`src/rtl/trdb_cfg_pkg.sv`:
```
// ============================================================
// trace debugger configuration package
// APB register map, configuration struct and status bits
// ============================================================

`default_nettype none

package trdb_cfg_pkg;

    // decoded part of the APB address
    localparam int APB_ADDR_W = 4;

    // register byte offsets
    localparam logic [APB_ADDR_W-1:0] REG_CTRL   = 4'h0;
    localparam logic [APB_ADDR_W-1:0] REG_LOWER  = 4'h4;
    localparam logic [APB_ADDR_W-1:0] REG_UPPER  = 4'h8;
    localparam logic [APB_ADDR_W-1:0] REG_STATUS = 4'hC;

    // trace enable in REG_CTRL
    localparam int CTRL_EN_BIT = 0;
    // sticky overflow in REG_STATUS, write 1 to clear
    localparam int STATUS_OVF_BIT = 0;

    // configuration seen by the address filter
    typedef struct packed {
        logic        enable;
        logic [31:0] lower;
        logic [31:0] upper;
    } trdb_cfg_t;

endpackage

`default_nettype wire

```
`src/rtl/trdb_trace_pkg.sv`:
```
// ============================================================
// trace debugger trace package
// retire record, instruction classes, packet format and sizing
// ============================================================

`default_nettype none

package trdb_trace_pkg;

    localparam int XLEN           = 32;
    localparam int CAUSE_LEN      = 5;
    localparam int BRANCH_MAP_LEN = 16;
    localparam int BRANCH_CNT_W   = 5;
    localparam int MAP_IDX_W      = $clog2(BRANCH_MAP_LEN);
    localparam int FIFO_DEPTH     = 4;
    localparam int FIFO_PTR_W     = $clog2(FIFO_DEPTH);
    localparam int FIFO_CNT_W     = FIFO_PTR_W + 1;

    localparam logic [XLEN-1:0] MRET_INSN = 32'h3020_0073;

    // major opcodes and compressed quadrants used by the decoder
    typedef enum logic [6:0] {
        OPC_BRANCH = 7'b1100011,
        OPC_JALR   = 7'b1100111
    } opcode_e;

    typedef enum logic [1:0] {
        COP_Q1 = 2'b01,
        COP_Q2 = 2'b10
    } c_quadrant_e;

    typedef struct packed {
        logic                 valid;
        logic                 exception;
        logic [CAUSE_LEN-1:0] cause;
        logic                 compressed;
        logic [XLEN-1:0]      addr;
        logic [XLEN-1:0]      instr;
    } retire_t;

    typedef enum logic [1:0] {
        INSN_OTHER,
        INSN_BRANCH,
        INSN_JUMP
    } insn_class_e;

    typedef struct packed {
        retire_t     rec;
        insn_class_e cls;
    } classified_t;

    typedef struct packed {
        logic qualified;
        logic first;
    } qual_t;

    typedef enum logic [1:0] {
        PKT_START,
        PKT_ADDR,
        PKT_EXCEPTION,
        PKT_BRANCH_FULL
    } trace_fmt_e;

    typedef struct packed {
        trace_fmt_e                fmt;
        logic [BRANCH_CNT_W-1:0]   branch_cnt;
        logic [BRANCH_MAP_LEN-1:0] branch_map;
        logic [XLEN-1:0]           addr;
        logic [CAUSE_LEN-1:0]      cause;
    } trace_packet_t;

endpackage

`default_nettype wire

```
`src/rtl/trdb_apb_regs.sv`:
```
// ============================================================
// trace debugger APB register block
// control, address range and sticky overflow status
// zero wait state slave
// ============================================================

`timescale 1ns/1ps
`default_nettype none

module trdb_apb_regs (
    input  wire logic                               clk_gated,
    input  wire logic                               rst_ni,
    input  wire logic [trdb_cfg_pkg::APB_ADDR_W-1:0] paddr_i,
    input  wire logic [31:0]                        pwdata_i,
    input  wire logic                               pwrite_i,
    input  wire logic                               psel_i,
    input  wire logic                               penable_i,
    output logic [31:0]                             prdata_o,
    output logic                                    pready_o,
    output logic                                    pslverr_o,
    input  wire logic                               overflow_i,
    output trdb_cfg_pkg::trdb_cfg_t                 cfg_o
);

    logic        access;
    logic        aligned;
    logic        wr_en;
    logic        enable_q;
    logic [31:0] lower_q;
    logic [31:0] upper_q;
    logic        ovf_q;
    logic        ovf_clr;

    assign access  = psel_i && penable_i;
    assign aligned = (paddr_i[1:0] == 2'b00);
    assign wr_en   = access && pwrite_i && aligned;
    assign ovf_clr = wr_en && (paddr_i == trdb_cfg_pkg::REG_STATUS) &&
                     pwdata_i[trdb_cfg_pkg::STATUS_OVF_BIT];

    assign pready_o  = 1'b1;
    assign pslverr_o = access && !aligned;

    always_ff @(posedge clk_gated or negedge rst_ni) begin
        if (!rst_ni) begin
            enable_q <= 1'b0;
            lower_q  <= '0;
            upper_q  <= '0;
        end else if (wr_en) begin
            case (paddr_i)
                trdb_cfg_pkg::REG_CTRL:  enable_q <= pwdata_i[trdb_cfg_pkg::CTRL_EN_BIT];
                trdb_cfg_pkg::REG_LOWER: lower_q  <= pwdata_i;
                trdb_cfg_pkg::REG_UPPER: upper_q  <= pwdata_i;
                default: ;
            endcase
        end
    end

    // a new overflow beats a clear in the same cycle
    always_ff @(posedge clk_gated or negedge rst_ni) begin
        if (!rst_ni) begin
            ovf_q <= 1'b0;
        end else if (overflow_i) begin
            ovf_q <= 1'b1;
        end else if (ovf_clr) begin
            ovf_q <= 1'b0;
        end
    end

    always_comb begin
        prdata_o = '0;
        if (access && !pwrite_i && aligned) begin
            case (paddr_i)
                trdb_cfg_pkg::REG_CTRL:   prdata_o[trdb_cfg_pkg::CTRL_EN_BIT] = enable_q;
                trdb_cfg_pkg::REG_LOWER:  prdata_o = lower_q;
                trdb_cfg_pkg::REG_UPPER:  prdata_o = upper_q;
                trdb_cfg_pkg::REG_STATUS: prdata_o[trdb_cfg_pkg::STATUS_OVF_BIT] = ovf_q;
                default: ;
            endcase
        end
    end

    assign cfg_o = '{enable: enable_q, lower: lower_q, upper: upper_q};

endmodule

`default_nettype wire

```
`src/rtl/trdb_insn_classify.sv`:
```
// ============================================================
// trace debugger instruction classifier
// registers the retire record with its branch or jump class
// ============================================================

`timescale 1ns/1ps
`default_nettype none

module trdb_insn_classify (
    input  wire logic                        clk_gated,
    input  wire logic                        rst_ni,
    input  wire trdb_trace_pkg::retire_t     retire_i,
    output trdb_trace_pkg::classified_t      insn_o
);

    logic [trdb_trace_pkg::XLEN-1:0] instr;
    trdb_trace_pkg::insn_class_e     cls;

    assign instr = retire_i.instr;

    always_comb begin
        cls = trdb_trace_pkg::INSN_OTHER;
        if (retire_i.compressed) begin
            // c.beqz and c.bnez
            if (instr[1:0] == trdb_trace_pkg::COP_Q1 && instr[15:14] == 2'b11) begin
                cls = trdb_trace_pkg::INSN_BRANCH;
            // c.jr and c.jalr need rs1 != 0 and rs2 == 0
            end else if (instr[1:0] == trdb_trace_pkg::COP_Q2 && instr[15:13] == 3'b100 &&
                         instr[11:7] != 5'd0 && instr[6:2] == 5'd0) begin
                cls = trdb_trace_pkg::INSN_JUMP;
            end
        end else begin
            if (instr[6:0] == trdb_trace_pkg::OPC_BRANCH) begin
                cls = trdb_trace_pkg::INSN_BRANCH;
            end else if (instr[6:0] == trdb_trace_pkg::OPC_JALR ||
                         instr == trdb_trace_pkg::MRET_INSN) begin
                cls = trdb_trace_pkg::INSN_JUMP;
            end
        end
    end

    always_ff @(posedge clk_gated or negedge rst_ni) begin
        if (!rst_ni) begin
            insn_o <= '0;
        end else begin
            insn_o <= '{rec: retire_i, cls: cls};
        end
    end

endmodule

`default_nettype wire

```
`src/rtl/trdb_addr_filter.sv`:
```
// ============================================================
// trace debugger address filter
// range qualification and first qualified detection
// ============================================================

`timescale 1ns/1ps
`default_nettype none

module trdb_addr_filter (
    input  wire logic                        clk_gated,
    input  wire logic                        rst_ni,
    input  wire trdb_trace_pkg::retire_t     retire_i,
    input  wire trdb_cfg_pkg::trdb_cfg_t     cfg_i,
    output trdb_trace_pkg::qual_t            qual_o
);

    logic in_range;
    logic hit;
    logic prev_qual_q;

    // bounds are inclusive
    assign in_range = cfg_i.enable && (retire_i.addr >= cfg_i.lower) &&
                      (retire_i.addr <= cfg_i.upper);
    assign hit = retire_i.valid && in_range;

    always_ff @(posedge clk_gated or negedge rst_ni) begin
        if (!rst_ni) begin
            qual_o      <= '0;
            prev_qual_q <= 1'b0;
        end else begin
            qual_o <= '{qualified: hit, first: hit && !prev_qual_q};
            // only valid retirements update the history
            if (retire_i.valid) begin
                prev_qual_q <= in_range;
            end
        end
    end

endmodule

`default_nettype wire

```
`src/rtl/trdb_packet_gen.sv`:
```
// ============================================================
// trace debugger packet generator
// holds the pending instruction, keeps the branch map and
// decides which packet to emit when the next one arrives
// ============================================================

`timescale 1ns/1ps
`default_nettype none

module trdb_packet_gen (
    input  wire logic                        clk_gated,
    input  wire logic                        rst_ni,
    input  wire trdb_trace_pkg::classified_t insn_i,
    input  wire trdb_trace_pkg::qual_t       qual_i,
    output trdb_trace_pkg::trace_packet_t    packet_o,
    output logic                             push_o
);

    localparam int MAP_LEN = trdb_trace_pkg::BRANCH_MAP_LEN;
    localparam int CNT_W   = trdb_trace_pkg::BRANCH_CNT_W;

    logic                            next_valid;
    logic                            eval;
    logic                            taken;
    logic [trdb_trace_pkg::XLEN-1:0] next_addr;
    logic [trdb_trace_pkg::XLEN-1:0] seq_addr;

    logic                            pend_valid_q;
    logic                            pend_first_q;
    trdb_trace_pkg::classified_t     pend_q;

    logic [MAP_LEN-1:0]              map_q;
    logic [MAP_LEN-1:0]              map_d;
    logic [CNT_W-1:0]                cnt_q;
    logic [CNT_W-1:0]                cnt_d;

    assign next_valid = insn_i.rec.valid && qual_i.qualified;
    assign eval       = next_valid && pend_valid_q;
    assign next_addr  = insn_i.rec.addr;

    // fall through address of the pending instruction
    assign seq_addr = pend_q.rec.addr + (pend_q.rec.compressed ? 32'd2 : 32'd4);
    assign taken    = (next_addr != seq_addr);

    always_comb begin
        packet_o = '0;
        push_o   = 1'b0;
        map_d    = map_q;
        cnt_d    = cnt_q;
        if (eval) begin
            packet_o.branch_map = map_q;
            packet_o.branch_cnt = cnt_q;
            if (pend_q.rec.exception) begin
                push_o         = 1'b1;
                packet_o.fmt   = trdb_trace_pkg::PKT_EXCEPTION;
                packet_o.addr  = pend_q.rec.addr;
                packet_o.cause = pend_q.rec.cause;
            end else if (pend_first_q) begin
                push_o        = 1'b1;
                packet_o.fmt  = trdb_trace_pkg::PKT_START;
                packet_o.addr = pend_q.rec.addr;
            end else if (pend_q.cls == trdb_trace_pkg::INSN_JUMP) begin
                push_o        = 1'b1;
                packet_o.fmt  = trdb_trace_pkg::PKT_ADDR;
                packet_o.addr = next_addr;
            end
            if (push_o) begin
                map_d = '0;
                cnt_d = '0;
            end
            if (pend_q.cls == trdb_trace_pkg::INSN_BRANCH) begin
                map_d[cnt_d[trdb_trace_pkg::MAP_IDX_W-1:0]] = taken;
                cnt_d = cnt_d + 1'b1;
                // the map was cleared above if a packet went out, so no clash
                if (cnt_d == CNT_W'(MAP_LEN)) begin
                    push_o   = 1'b1;
                    packet_o = '{fmt: trdb_trace_pkg::PKT_BRANCH_FULL, branch_cnt: cnt_d,
                                 branch_map: map_d, addr: '0, cause: '0};
                    map_d    = '0;
                    cnt_d    = '0;
                end
            end
        end
    end

    always_ff @(posedge clk_gated or negedge rst_ni) begin
        if (!rst_ni) begin
            pend_valid_q <= 1'b0;
            pend_first_q <= 1'b0;
            map_q        <= '0;
            cnt_q        <= '0;
        end else begin
            map_q <= map_d;
            cnt_q <= cnt_d;
            if (next_valid) begin
                pend_valid_q <= 1'b1;
                pend_first_q <= qual_i.first;
            end
        end
    end

    always_ff @(posedge clk_gated) begin
        if (next_valid) begin
            pend_q <= insn_i;
        end
    end

endmodule

`default_nettype wire

```
`src/rtl/trdb_packet_fifo.sv`:
```
// ============================================================
// trace debugger packet FIFO
// circular buffer toward the consumer, drops on overflow
// ============================================================

`timescale 1ns/1ps
`default_nettype none

module trdb_packet_fifo (
    input  wire logic                          clk_gated,
    input  wire logic                          rst_ni,
    input  wire trdb_trace_pkg::trace_packet_t packet_i,
    input  wire logic                          push_i,
    output trdb_trace_pkg::trace_packet_t      packet_o,
    output logic                               valid_o,
    input  wire logic                          ready_i,
    output logic                               overflow_o
);

    localparam int DEPTH = trdb_trace_pkg::FIFO_DEPTH;
    localparam int PTR_W = trdb_trace_pkg::FIFO_PTR_W;
    localparam int CNT_W = trdb_trace_pkg::FIFO_CNT_W;

    trdb_trace_pkg::trace_packet_t mem [DEPTH];

    logic [PTR_W-1:0] wr_ptr_q;
    logic [PTR_W-1:0] rd_ptr_q;
    logic [CNT_W-1:0] count_q;
    logic             full;
    logic             pop;
    logic             wr;

    assign full       = (count_q == CNT_W'(DEPTH));
    assign valid_o    = (count_q != '0);
    assign pop        = valid_o && ready_i;
    // a pop frees the slot in the same cycle
    assign wr         = push_i && (!full || pop);
    assign overflow_o = push_i && full && !pop;
    assign packet_o   = mem[rd_ptr_q];

    always_ff @(posedge clk_gated or negedge rst_ni) begin
        if (!rst_ni) begin
            wr_ptr_q <= '0;
            rd_ptr_q <= '0;
            count_q  <= '0;
        end else begin
            if (wr) begin
                wr_ptr_q <= (wr_ptr_q == PTR_W'(DEPTH - 1)) ? '0 : wr_ptr_q + 1'b1;
            end
            if (pop) begin
                rd_ptr_q <= (rd_ptr_q == PTR_W'(DEPTH - 1)) ? '0 : rd_ptr_q + 1'b1;
            end
            if (wr && !pop) begin
                count_q <= count_q + 1'b1;
            end else if (pop && !wr) begin
                count_q <= count_q - 1'b1;
            end
        end
    end

    always_ff @(posedge clk_gated) begin
        if (wr) begin
            mem[wr_ptr_q] <= packet_i;
        end
    end

endmodule

`default_nettype wire

```
`src/rtl/trace_debugger.sv`:
```
// ============================================================
// RISC-V instruction trace encoder top level
// classifies and filters retirements in parallel, then forms
// packets into a FIFO drained by valid/ready
// ============================================================

`timescale 1ns/1ps
`default_nettype none

module trace_debugger (
    input  wire logic                               clk_gated,
    input  wire logic                               rst_ni,
    input  wire trdb_trace_pkg::retire_t            retire_i,
    input  wire logic [trdb_cfg_pkg::APB_ADDR_W-1:0] paddr_i,
    input  wire logic [31:0]                        pwdata_i,
    input  wire logic                               pwrite_i,
    input  wire logic                               psel_i,
    input  wire logic                               penable_i,
    output logic [31:0]                             prdata_o,
    output logic                                    pready_o,
    output logic                                    pslverr_o,
    output trdb_trace_pkg::trace_packet_t           packet_o,
    output logic                                    packet_valid_o,
    input  wire logic                               packet_ready_i
);

    trdb_cfg_pkg::trdb_cfg_t       cfg;
    trdb_trace_pkg::classified_t   insn;
    trdb_trace_pkg::qual_t         qual;
    trdb_trace_pkg::trace_packet_t gen_packet;
    logic                          push;
    logic                          overflow;

    trdb_apb_regs i_apb_regs (
        .clk_gated  (clk_gated),
        .rst_ni     (rst_ni),
        .paddr_i    (paddr_i),
        .pwdata_i   (pwdata_i),
        .pwrite_i   (pwrite_i),
        .psel_i     (psel_i),
        .penable_i  (penable_i),
        .prdata_o   (prdata_o),
        .pready_o   (pready_o),
        .pslverr_o  (pslverr_o),
        .overflow_i (overflow),
        .cfg_o      (cfg)
    );

    // classify and filter run side by side on the same retirement
    trdb_insn_classify i_insn_classify (
        .clk_gated (clk_gated),
        .rst_ni    (rst_ni),
        .retire_i  (retire_i),
        .insn_o    (insn)
    );

    trdb_addr_filter i_addr_filter (
        .clk_gated (clk_gated),
        .rst_ni    (rst_ni),
        .retire_i  (retire_i),
        .cfg_i     (cfg),
        .qual_o    (qual)
    );

    trdb_packet_gen i_packet_gen (
        .clk_gated (clk_gated),
        .rst_ni    (rst_ni),
        .insn_i    (insn),
        .qual_i    (qual),
        .packet_o  (gen_packet),
        .push_o    (push)
    );

    trdb_packet_fifo i_packet_fifo (
        .clk_gated  (clk_gated),
        .rst_ni     (rst_ni),
        .packet_i   (gen_packet),
        .push_i     (push),
        .packet_o   (packet_o),
        .valid_o    (packet_valid_o),
        .ready_i    (packet_ready_i),
        .overflow_o (overflow)
    );

endmodule

`default_nettype wire

```
`config.mk`:
```
export PLATFORM = sky130hd
export DESIGN_NAME = trace_debugger
export DESIGN_NICKNAME = d
export VERILOG_FILES = /design/src/rtl/trdb_cfg_pkg.sv /design/src/rtl/trdb_trace_pkg.sv /design/src/rtl/trdb_apb_regs.sv /design/src/rtl/trdb_insn_classify.sv /design/src/rtl/trdb_addr_filter.sv /design/src/rtl/trdb_packet_gen.sv /design/src/rtl/trdb_packet_fifo.sv /design/src/rtl/trace_debugger.sv
export SDC_FILE = /design/constraint.sdc
export NUM_CORES = 1
export LEC_CHECK = 0
export CORE_ASPECT_RATIO = 0.6
export CORE_MARGIN = 2
export CORE_UTILIZATION = 38
export CTS_BUF_LIST = sky130_fd_sc_hd__clkbuf_8
export DETAILED_ROUTE_END_ITERATION = 16
export DONT_BUFFER_PORTS = 1
export GPL_TIMING_DRIVEN = 0
export PLACE_DENSITY = 0.6
export SYNTH_ARGS = -nofsm -noshare
export SYNTH_HDL_FRONTEND = slang
export SYNTH_SLANG_ARGS = --single-unit
```
`constraint.sdc`:
```
create_clock -name clk_gated -period 6.5 [get_ports clk_gated]
set_input_delay 0.325 -clock clk_gated [delete_from_list [all_inputs] [get_ports clk_gated]]
set_output_delay 0.325 -clock clk_gated [all_outputs]
set_load 0.005 [all_outputs]
```
Yosys cells after proc, flatten, opt, wreduce, memory -nomap -nowiden
Memory sizes are Yosys's and may differ from the RTL's.
Index checks and enable logic that the tools add are counted.
{"block": "op_classes", "n_addsub": 6, "magnitude_cmp": 4, "eq_ne": 17, "muxes": 45, "n_reduce_logical": 43}
{"op": "60-bit 2-to-1 mux", "n": 3}
{"op": "32-bit 2-to-1 mux", "n": 4}
{"op": "16-bit 2-to-1 mux", "n": 4}
{"op": "31-bit one-hot mux with 2 select lines", "n": 1}
{"op": "32-bit adder", "n": 1}
{"op": "32-bit by 30-bit equality test with 1-bit output (second input constant)", "n": 1}
{"op": "32-bit greater-or-equal comparator", "n": 1}
{"op": "32-bit less-or-equal comparator", "n": 1}
{"op": "32-bit != test", "n": 1}
{"op": "1-bit logical AND", "n": 25}
{"op": "5-bit 2-to-1 mux", "n": 5}
{"op": "2-bit 2-to-1 mux", "n": 9}
{"op": "16-bit bitwise mux", "n": 1}
{"op": "7-bit equality test (second input constant)", "n": 2}
{"op": "1-bit 2-to-1 mux", "n": 13}
{"op": "2-bit equality test (second input constant)", "n": 5}
{"op": "3-bit 2-to-1 mux", "n": 3}
{"op": "4-bit equality test (second input constant)", "n": 2}
{"op": "3-bit equality test (second input constant)", "n": 2}
{"op": "1-bit zero test", "n": 6}
{"op": "2-bit AND reduction", "n": 3}
{"op": "5-bit by 1-bit adder with 5-bit output (second input constant)", "n": 1}
{"op": "5-bit equality test (second input constant)", "n": 1}
{"op": "5-bit zero test", "n": 1}
{"op": "15 further kinds", "n": 19}
{"block": "word_totals", "regBits": 182, "mem_bits_rw": 240, "in_bits": 114, "wordCells": 141, "mem_count": 1}
{"name": "i_packet_fifo.mem", "words": 4, "word_bits": 60, "rd": 1, "rd_ports_with_merged_regs": 0, "wr": 1, "line": "trdb_packet_fifo.sv:24", "text": "trdb_trace_pkg::trace_packet_t mem [DEPTH];"}

Logic depth before layout (Yosys ltp)
Gate-level depths: netlist (run 1).
{"block": "depth", "ltp_word": 17, "ltp_mapped": 19, "ltp_nobuf": 17}

By module
From an unflattened synthesis (run 1), not the netlist that was laid out.
{"block": "hier_totals", "hier_cells": 1461, "hier_area_um2": 21071.5}
{"mod": "trdb_packet_fifo", "instances": 1, "cells_per_inst": 352, "area_each_um2": 9334.0, "seq_area_each_um2": 7382.1}
{"mod": "trdb_packet_gen", "instances": 1, "cells_per_inst": 547, "area_each_um2": 4870.9, "seq_area_each_um2": 1806.7}
{"mod": "trdb_apb_regs", "instances": 1, "cells_per_inst": 226, "area_each_um2": 3104.2, "seq_area_each_um2": 1651.6}
{"mod": "trdb_insn_classify", "instances": 1, "cells_per_inst": 98, "area_each_um2": 2034.5, "seq_area_each_um2": 1851.8}
{"mod": "trdb_addr_filter", "instances": 1, "cells_per_inst": 238, "area_each_um2": 1727.9, "seq_area_each_um2": 75.1}

Worst setup path before layout (run 1)
OpenSTA, ideal clock, no wires.
{"block": "synth_path", "path_type": "flip-flop to flip-flop", "start": "reg i_packet_gen.pend_q[72] (netlist name)", "end": "mem i_packet_fifo.mem[3][0] (netlist name), enable pin", "t_arrival_ps": 4572, "setup_slack_ps": 1503, "path_stages_with_launch": 15, "period_less_slack_ps": 4997, "path_cell_list": "edfxtp_1 or2_2 clkbuf_1 nor2_1 nand2_1 inv_1 ha_1 clkbuf_1 a31oi_1 o32ai_1 nand4_1 nand2_1 nand2_1 nor2_1 and2_1"}
{"block": "synth_between", "elab_chain_len": 12}
{"element": "from (decl)", "line": "trdb_packet_gen.sv:30", "text": "trdb_trace_pkg::classified_t pend_q;"}
{"element": "from (signal assigned)", "line": "trdb_packet_gen.sv:104", "text": "pend_q <= insn_i;"}
{"element": "1-bit 2-to-1 mux *", "line": "trdb_packet_gen.sv:53", "text": "if (pend_q.rec.exception) begin"}
{"element": "1-bit 2-to-1 mux *", "line": "trdb_packet_gen.sv:50", "text": "if (eval) begin"}
{"element": "5-bit 2-to-1 mux", "line": "trdb_packet_gen.sv:67", "text": "if (push_o) begin"}
{"element": "5-bit 2-to-1 mux", "line": "trdb_packet_gen.sv:50"}
{"element": "5-bit by 1-bit adder with 5-bit output", "line": "trdb_packet_gen.sv:73", "text": "cnt_d = cnt_d + 1'b1;"}
{"element": "5-bit equality test", "line": "trdb_packet_gen.sv:75", "text": "if (cnt_d == CNT_W'(MAP_LEN)) begin"}
{"element": "1-bit 2-to-1 mux", "line": "trdb_packet_gen.sv:75"}
{"element": "1-bit 2-to-1 mux *", "line": "trdb_packet_gen.sv:71", "text": "if (pend_q.cls == trdb_trace_pkg::INSN_BRANCH) begin"}
{"element": "1-bit 2-to-1 mux *", "line": "trdb_packet_gen.sv:50"}
{"element": "1-bit logical AND *", "line": "trdb_packet_fifo.sv:37", "text": "assign wr = push_i && (!full || pop);"}
{"element": "named net i_packet_fifo.wr", "line": "trdb_packet_fifo.sv:31", "text": "logic wr;"}
{"element": "1-bit 2-to-1 mux *", "line": "trdb_packet_fifo.sv:62", "text": "if (wr) begin"}
{"element": "1-bit 2-to-1 mux (implied by the code) *", "line": "trdb_packet_fifo.sv:63", "text": "mem[wr_ptr_q] <= packet_i;"}
{"element": "to (decl)", "line": "trdb_packet_fifo.sv:24"}
Mark *: on every way through the listed nets, which the timed path passes. The rest lies on a longest branch. The select of a mux whose other input is x is not followed.

Worst setup path after layout (run 1)
{"block": "layout_path", "start": "reg i_packet_gen.pend_q[72] (netlist name)", "end": "reg i_packet_fifo.count_q[2]"}
{"block": "layout_between", "elab_chain_len": 13}
{"element": "1-bit 2-to-1 mux *", "line": "trdb_packet_gen.sv:53"}
{"element": "1-bit 2-to-1 mux *", "line": "trdb_packet_gen.sv:50"}
{"element": "5-bit 2-to-1 mux", "line": "trdb_packet_gen.sv:67"}
{"element": "5-bit 2-to-1 mux", "line": "trdb_packet_gen.sv:50"}
{"element": "5-bit by 1-bit adder with 5-bit output", "line": "trdb_packet_gen.sv:73"}
{"element": "5-bit equality test", "line": "trdb_packet_gen.sv:75"}
{"element": "1-bit 2-to-1 mux", "line": "trdb_packet_gen.sv:75"}
{"element": "1-bit 2-to-1 mux *", "line": "trdb_packet_gen.sv:71"}
{"element": "1-bit 2-to-1 mux *", "line": "trdb_packet_gen.sv:50"}
{"element": "1-bit logical AND *", "line": "trdb_packet_fifo.sv:37"}
{"element": "named net i_packet_fifo.wr", "line": "trdb_packet_fifo.sv:31"}
{"element": "1-bit zero test", "line": "trdb_packet_fifo.sv:55", "text": "end else if (pop && !wr) begin"}
{"element": "1-bit logical AND", "line": "trdb_packet_fifo.sv:55"}
{"element": "2-bit nonzero test (no source line)"}
{"element": "to (signal assigned)", "line": "trdb_packet_fifo.sv:54", "text": "count_q <= count_q + 1'b1;"}
{"element": "to (signal assigned)", "line": "trdb_packet_fifo.sv:56", "text": "count_q <= count_q - 1'b1;"}
{"element": "to (decl)", "line": "trdb_packet_fifo.sv:28", "text": "logic [CNT_W-1:0] count_q;"}
Marks and branches as above.
A chain may end at the register's enable or synchronous reset.

==> results.json, run 1 <==
{
  "status": "complete, no violations",
  "ys_seq_elements": 422,
  "port_buffers": 0,
  "drcViolationCount": 0,
  "dieHeight_um": 179,
  "finalPower_mw": 6.10,
  "cts_made_buffers": 69,
  "core_area_um2": 50700,
  "synth.avg_cell_area_um2": 14.0,
  "cp_max_fo": 10,
  "dieWidth_um": 296,
  "vdd_drop_max_mv": 0.127,
  "critPathRequiredTime_ns": 7.03,
  "dp_hpwl_um": 35400,
  "synthDistinctLibCells": 70,
  "fmax_mhz": 181,
  "leakage_nw": 7.89,
  "row_count": 64,
  "min_path_type": "in -> reg",
  "finalHoldWorstSlack_ns": 0.0694,
  "rsz0062_at_grt": "false",
  "place_inst": 2081,
  "gp_congestion": 0.859,
  "path_clk_slew_ns": 0.06,
  "setup_viol": 0,
  "grt_first_pass_wirelength_um": 75600,
  "postPlaceCellArea_um2": 20400,
  "ant_nets": 0,
  "endpoint_kind": "flip-flop",
  "synth-seq-area-share_pct": 61.7,
  "critPathKind": "reg -> reg",
  "track_usage_pct": 19.1,
  "yosys.area.top_type": "edfxtp_1",
  "synth.most_common_cell": "edfxtp_1",
  "ys_warn_count": 0,
  "final_cells": 2290,
  "tightest_slew_ns": 1.30,
  "synthTopCellsByCount": "281 x edfxtp_1, 141 x dfrtp_1, 105 x nor2_1",
  "syn_area_um2": 19400,
  "synthFlopType": "edfxtp_1",
  "antennaDiodeCount": 0,
  "final_hold_viol_count": 0,
  "syn_to_final_growth_pct": 16.8,
  "grt_max_degree": 142,
  "r2r_setup_slack_ns": 0.96,
  "fin_skew_ns": 0.0263,
  "wl_um": 50700,
  "postCtsResizedCells": 0,
  "fill_cells": 4588,
  "async_flop_share_pct": 33.4,
  "dr.pass1.iters": 5,
  "max_slew_margin_pct": 12.0,
  "cts-root-buf": "clkbuf_8",
  "drv_slew": 0,
  "cts_tree": "built",
  "cts_max_level": 3,
  "design_area_um2": 22600,
  "netlist_instances": 1383,
  "clock_sinks": 422,
  "vias_per_cell": 5.42,
  "dieArea_um2": 52900,
  "pin_count": 209,
  "critPathLaunchType": "flip-flop",
  "initial_utilization_pct": 38.3,
  "vias": 12400,
  "wl_per_cell_um": 22.2,
  "min_period_ns": 5.54,
  "grt_overflow": 0,
  "max_cap_viol_count": 0,
  "synth_edf_count": 281,
  "arrival_ns": 6.07,
  "utilization_pct": 44.7,
  "max-clock-path-buffers": 3,
  "drtIter0Drc": 1091,
  "nets": 1737,
  "synth_fp_nets": 1576,
  "power.density_nw_per_um2": 269,
  "drive_above_1_share_pct": 16.8,
  "clk_latency_ns": 0.62,
  "grt_pass1_vias": 12100,
  "synth_top_area_share_pct": 43.5,
  "finalCritPeriodShare_pct": 85.2,
  "synth.area.top_cells": "edfxtp_1 44%, dfrtp_1 18%, mux4_2 7.1%",
  "antenna_found_initial": 2
}
per-stage QoR:
step / worst slack (ns) / TNS, ns
after floorplan: 1.50 / 0
after global placement: -0.843 / -196.99
after detailed placement: 1.00 / 0
after CTS: 0.969 / 0
after global routing: 0.503 / 0
final: 0.961 / 0
critical path, cell delays in order, from the launching register on:
cell and delay [ns]:
edfxtp_1 0.55, or2_2 0.33, clkbuf_1 0.24, nor2_1 0.59, nand2_1 0.21, inv_1 0.16, ha_1 0.18, clkbuf_1 0.37
nand4_1 0.38, xnor2_1 0.37, nand4_1 0.21, nand2_1 0.14, nand2_1 0.16, nor2_1 0.41, ha_1 0.27, inv_1 0.06
fa_1 0.38, xor2_1 0.15, nor2_1 0.12, xor2_1 0.16
cells in the final DEF (no fill, tap or decap), types with 60 or more instances in the layout:
| cell type | synthesis | layout |
|---|---|---|
| nor2_1 | 105 | 105 |
| nand2_1 | 60 | 60 |
| dlygate4sd3_1 | 0 | 84 |
| clkbuf_8 | 0 | 78 |
| inv_1 | 84 | 105 |
| a22oi_1 | 63 | 63 |
| edfxtp_1 | 281 | 281 |
| dfrtp_1 | 141 | 141 |
| ha_1 | 77 | 77 |
| mux2_2 | 68 | 68 |
| mux4_2 | 61 | 61 |
registers in the layout, summed over array words and instances (netlist names), 3 cells and up:
| signal | cells |
|---|---|
| i_packet_fifo.mem | 240 |
| i_insn_classify.insn_o | 42 |
| i_packet_gen.pend_q | 41 |
| i_apb_regs.lower_q | 32 |
| i_apb_regs.upper_q | 32 |
| i_packet_gen.map_q | 16 |
| i_packet_gen.cnt_q | 5 |
| i_packet_fifo.count_q | 3 |
report_power, final:
group          switching [mW]  internal (mW)
sequential             0.0663           2.91
clock                    1.07           1.26
combinational           0.422          0.368
kinds of logic after synthesis:
family | Yosys count | share of synthesized area [%]
compound gates | 243 | 8.55
xor+xnor | 39 | 1.76
fa+ha+maj | 79 | 5.18
buf+inv | 146 | 2.98
flops | 422 | 61.7
mux | 134 | 11.3
other cells | 1 | 0.0193
simple gates | 319 | 8.50
area by class of cell:
type	instances	area, µm²	share of cell area (%)
plain buffers	62	263	1.16
clock buffers	78	1070	4.74
clock inverters	46	307	1.35
inverters	84	315	1.39
multi-input cells	815	6860	30.3
flip-flops and latches	422	12000	52.8
well taps	693	867	3.83
repair buffers	90	998	4.41
final timing paths:
kind | to | startpoint | cells after the start
max reg2reg | i_packet_fifo.count_q[2] | i_packet_gen.pend_q[72] | 19
min reg2reg | i_packet_gen.pend_q[69] | i_insn_classify.insn_o[69] | 0
min | i_packet_fifo.rd_ptr_q[0] | packet_ready_i | 2
max | i_packet_fifo.count_q[2] | i_packet_gen.pend_q[72] | 19
max in group asynchronous | i_packet_gen.map_q[11] | rst_ni | 2
min in group asynchronous | i_packet_fifo.rd_ptr_q[1] | rst_ni | 2
what timing repair did:
item / 4_1_cts / 5_1_grt
setup endpoints to repair: 0 / 0
endpoints found under the hold margin: 250 / 0
setup buffers: 0 / 0
hold buffers: 85 / 0
metal layers:
layer / part of all wire (%) / global-route usage [%]
met5: 0.043 / 0
met4: 2.5 / 6.20
met3: 7.7 / 5.48
met2: 41 / 26.0
met1: 48 / 29.0
Note: power is estimated with default switching activity, not from simulation.
==> run 2, diff against run 1 <==
CORE_ASPECT_RATIO = 1.1   (was 0.6)
==> run 2 against run 1 <==
Against the previous run:
- fmax shrank 2.6%
- global-route usage down 1.1 points
- clock power grew 4%
- count of clock-buffer cells in the layout grew 4
- utilization up 0.51 points
- cell count shrank 0.92%
- die area decreased by 0.11%
- sequential share of layout area decreased by 0.14 points
- sequential cell count stayed put
- sequential power hardly changed
- routed wire length decreased by 7.0%
- critical path type unchanged
==> results.json, run 2 (synthesized netlist as in run 1, its figures left out) <==
{
  "critPathRequiredTime_ns": 7.04,
  "drive_above_1_share_pct": 17.3,
  "core_area_um2": 50300,
  "clock_sinks": 422,
  "design_area_um2": 22700,
  "wl_per_cell_um": 20.8,
  "drtIter0Drc": 674,
  "cts_tree": "built",
  "switching_share_pct": 24.8,
  "arrival_ns": 6.22,
  "fmax_mhz": 176,
  "final_hold_viol_count": 0,
  "dieHeight_um": 241,
  "ant_nets": 0,
  "p_seq_share_pct": 48.2,
  "layout.cells.most_common": "edfxtp_1",
  "cts-root-buf": "clkbuf_8",
  "row_count": 86,
  "p_switching_mw": 1.53,
  "rsz0062_at_grt": "false",
  "nets": 1739,
  "top_regs": "i_packet_fifo.mem: 240 flops, i_insn_classify.insn_o: 42 flops, i_packet_gen.pend_q: 41 flops",
  "fin_skew_ns": 0.0233,
  "dr.pass1.iters": 7,
  "max_slew_margin_pct": 17.0,
  "p_int_mw": 4.64,
  "combinationalPowerShare_pct": 12.5,
  "pin_count": 209,
  "postPlaceCellArea_um2": 20400,
  "final_cells": 2269,
  "critPathLaunchType": "flip-flop",
  "cp_max_fo": 10,
  "endpoint_kind": "flip-flop",
  "grt_first_pass_wirelength_um": 72300,
  "max_cap_viol_count": 0,
  "top_register": "i_packet_fifo.mem",
  "syn_to_final_growth_pct": 17.1,
  "cts_made_buffers": 72,
  "min_path_type": "in -> reg",
  "max-clock-path-buffers": 3,
  "port_buffers": 0,
  "drv_slew": 0,
  "finalCritPeriodShare_pct": 87.5,
  "power.density_nw_per_um2": 272,
  "vias_per_cell": 5.39,
  "track_usage_pct": 18.1,
  "setup_slack_ns": 0.812,
  "vdd_drop_max_mv": 0.121,
  "finalPower_mw": 6.17,
  "post_cts_buffers": 0,
  "leakage_nw": 7.95,
  "dieWidth_um": 219,
  "critPathKind": "reg -> reg",
  "dp_hpwl_um": 32800,
  "p_clk_share_pct": 39.3,
  "initial_utilization_pct": 38.6,
  "wl_um": 47200,
  "dp_slack_ns": 0.934,
  "final_cell_mix": "281 x edfxtp_1, 141 x dfrtp_1, 105 x nor2_1",
  "min_period_ns": 5.69,
  "path_clk_slew_ns": 0.06,
  "cts_max_level": 3,
  "gp_congestion": 0.885,
  "dieArea_um2": 52800,
  "grt_overflow": 0,
  "tightest_slew_ns": 1.23,
  "clk_latency_ns": 0.62,
  "vias": 12200,
  "grt_pass1_vias": 12400,
  "antenna_found_initial": 2,
  "largest_reg_flops": 240,
  "setup_viol": 0,
  "drcViolationCount": 0,
  "place_inst": 2048,
  "grt_max_degree": 142,
  "status": "complete, no violations"
}
-- run 2: cell types whose count changed in the layout (fill, tap and decap cells not counted), sizes merged --
cell / change
clkinv: +9
clkbuf: +4
diode: +3
clkinvlp: -2
inv: -2
bufinv: +1
dlygate4sd3: -1
-- run 2: worst max-delay path: stages, from the launching register on --
cell and delay (ns):
edfxtp_1 0.52, or2_2 0.33, clkbuf_1 0.27, nor2_1 0.61, nand2_1 0.21, inv_1 0.17
ha_1 0.18, clkbuf_1 0.38, nand4_1 0.39, xnor2_1 0.37, nand4_1 0.24, nand2_1 0.14
nand2_1 0.20, nor2_1 0.44, ha_1 0.27, inv_1 0.06, fa_1 0.38, xor2_1 0.16
nor2_1 0.12, xor2_1 0.16
-- run 2: layer usage --
| metal | track usage, % | up-vias | wire [µm] |
|---|---|---|---|
| li1 | - | 5613 | - |
| met1 | 23.0 | 6188 | 19900 |
| met2 | 29.9 | 350 | 23500 |
| met3 | 3.58 | 75 | 2380 |
| met4 | 8.03 | 0 | 1450 |
| met5 | 0 | - | 0 |
-- run 2: power by group through the flow --
stage               Combinational (mW)  Clock, mW  Sequential (mW)
floorplan                        0.559          0             3.01
global placement                 0.723          0             3.02
detailed placement               0.734          0             3.03
CTS                              0.802       2.50             2.97
global route                     0.861       2.61             2.99
finish                           0.773       2.42             2.98
-- run 2: timing repair --
item | CTS | global route
gates resized for setup | 0 | 0
hold buffers | 84 | 0
endpoints found under the hold margin | 252 | 0
setup endpoints to repair | 0 | 0
-- run 2: final cells by class --
type / count / area, µm²
fill: 4450 / 27500
sequential: 422 / 12000
multi-input combinational: 815 / 6860
clock buffer: 82 / 1130
timing repair buffer: 89 / 988
tap: 660 / 826
clock inverter: 52 / 355
inverter: 84 / 315
buffer: 62 / 263
antenna: 3 / 7.51
-- run 2: worst paths after layout --
path                       cells after the start  slack (ns)                  endpoint                       start
hold reg to reg                                0        0.42   i_packet_gen.pend_q[72]  i_insn_classify.insn_o[72]
setup / recovery                              19        0.81  i_packet_fifo.count_q[2]     i_packet_gen.pend_q[72]
hold / removal                                 3        0.06          i_apb_regs.ovf_q                  paddr_i[2]
setup reg to reg                              19        0.81  i_packet_fifo.count_q[2]     i_packet_gen.pend_q[72]
max in group asynchronous                      2        5.54    i_packet_gen.map_q[10]                      rst_ni
min in group asynchronous                      2        0.37    i_apb_regs.lower_q[11]                      rst_ni
-- run 2: stage by stage --
stage	hold slack [ns]	utilization (%)	setup TNS, ns
after floorplan	0.0294	-	0
after global placement	0.0324	40.2	-183.30
after detailed placement	0.0312	40.5	0
after CTS	0.000597	45.2	0
after global routing	0.00658	45.2	0
final	0.0602	45.2	0
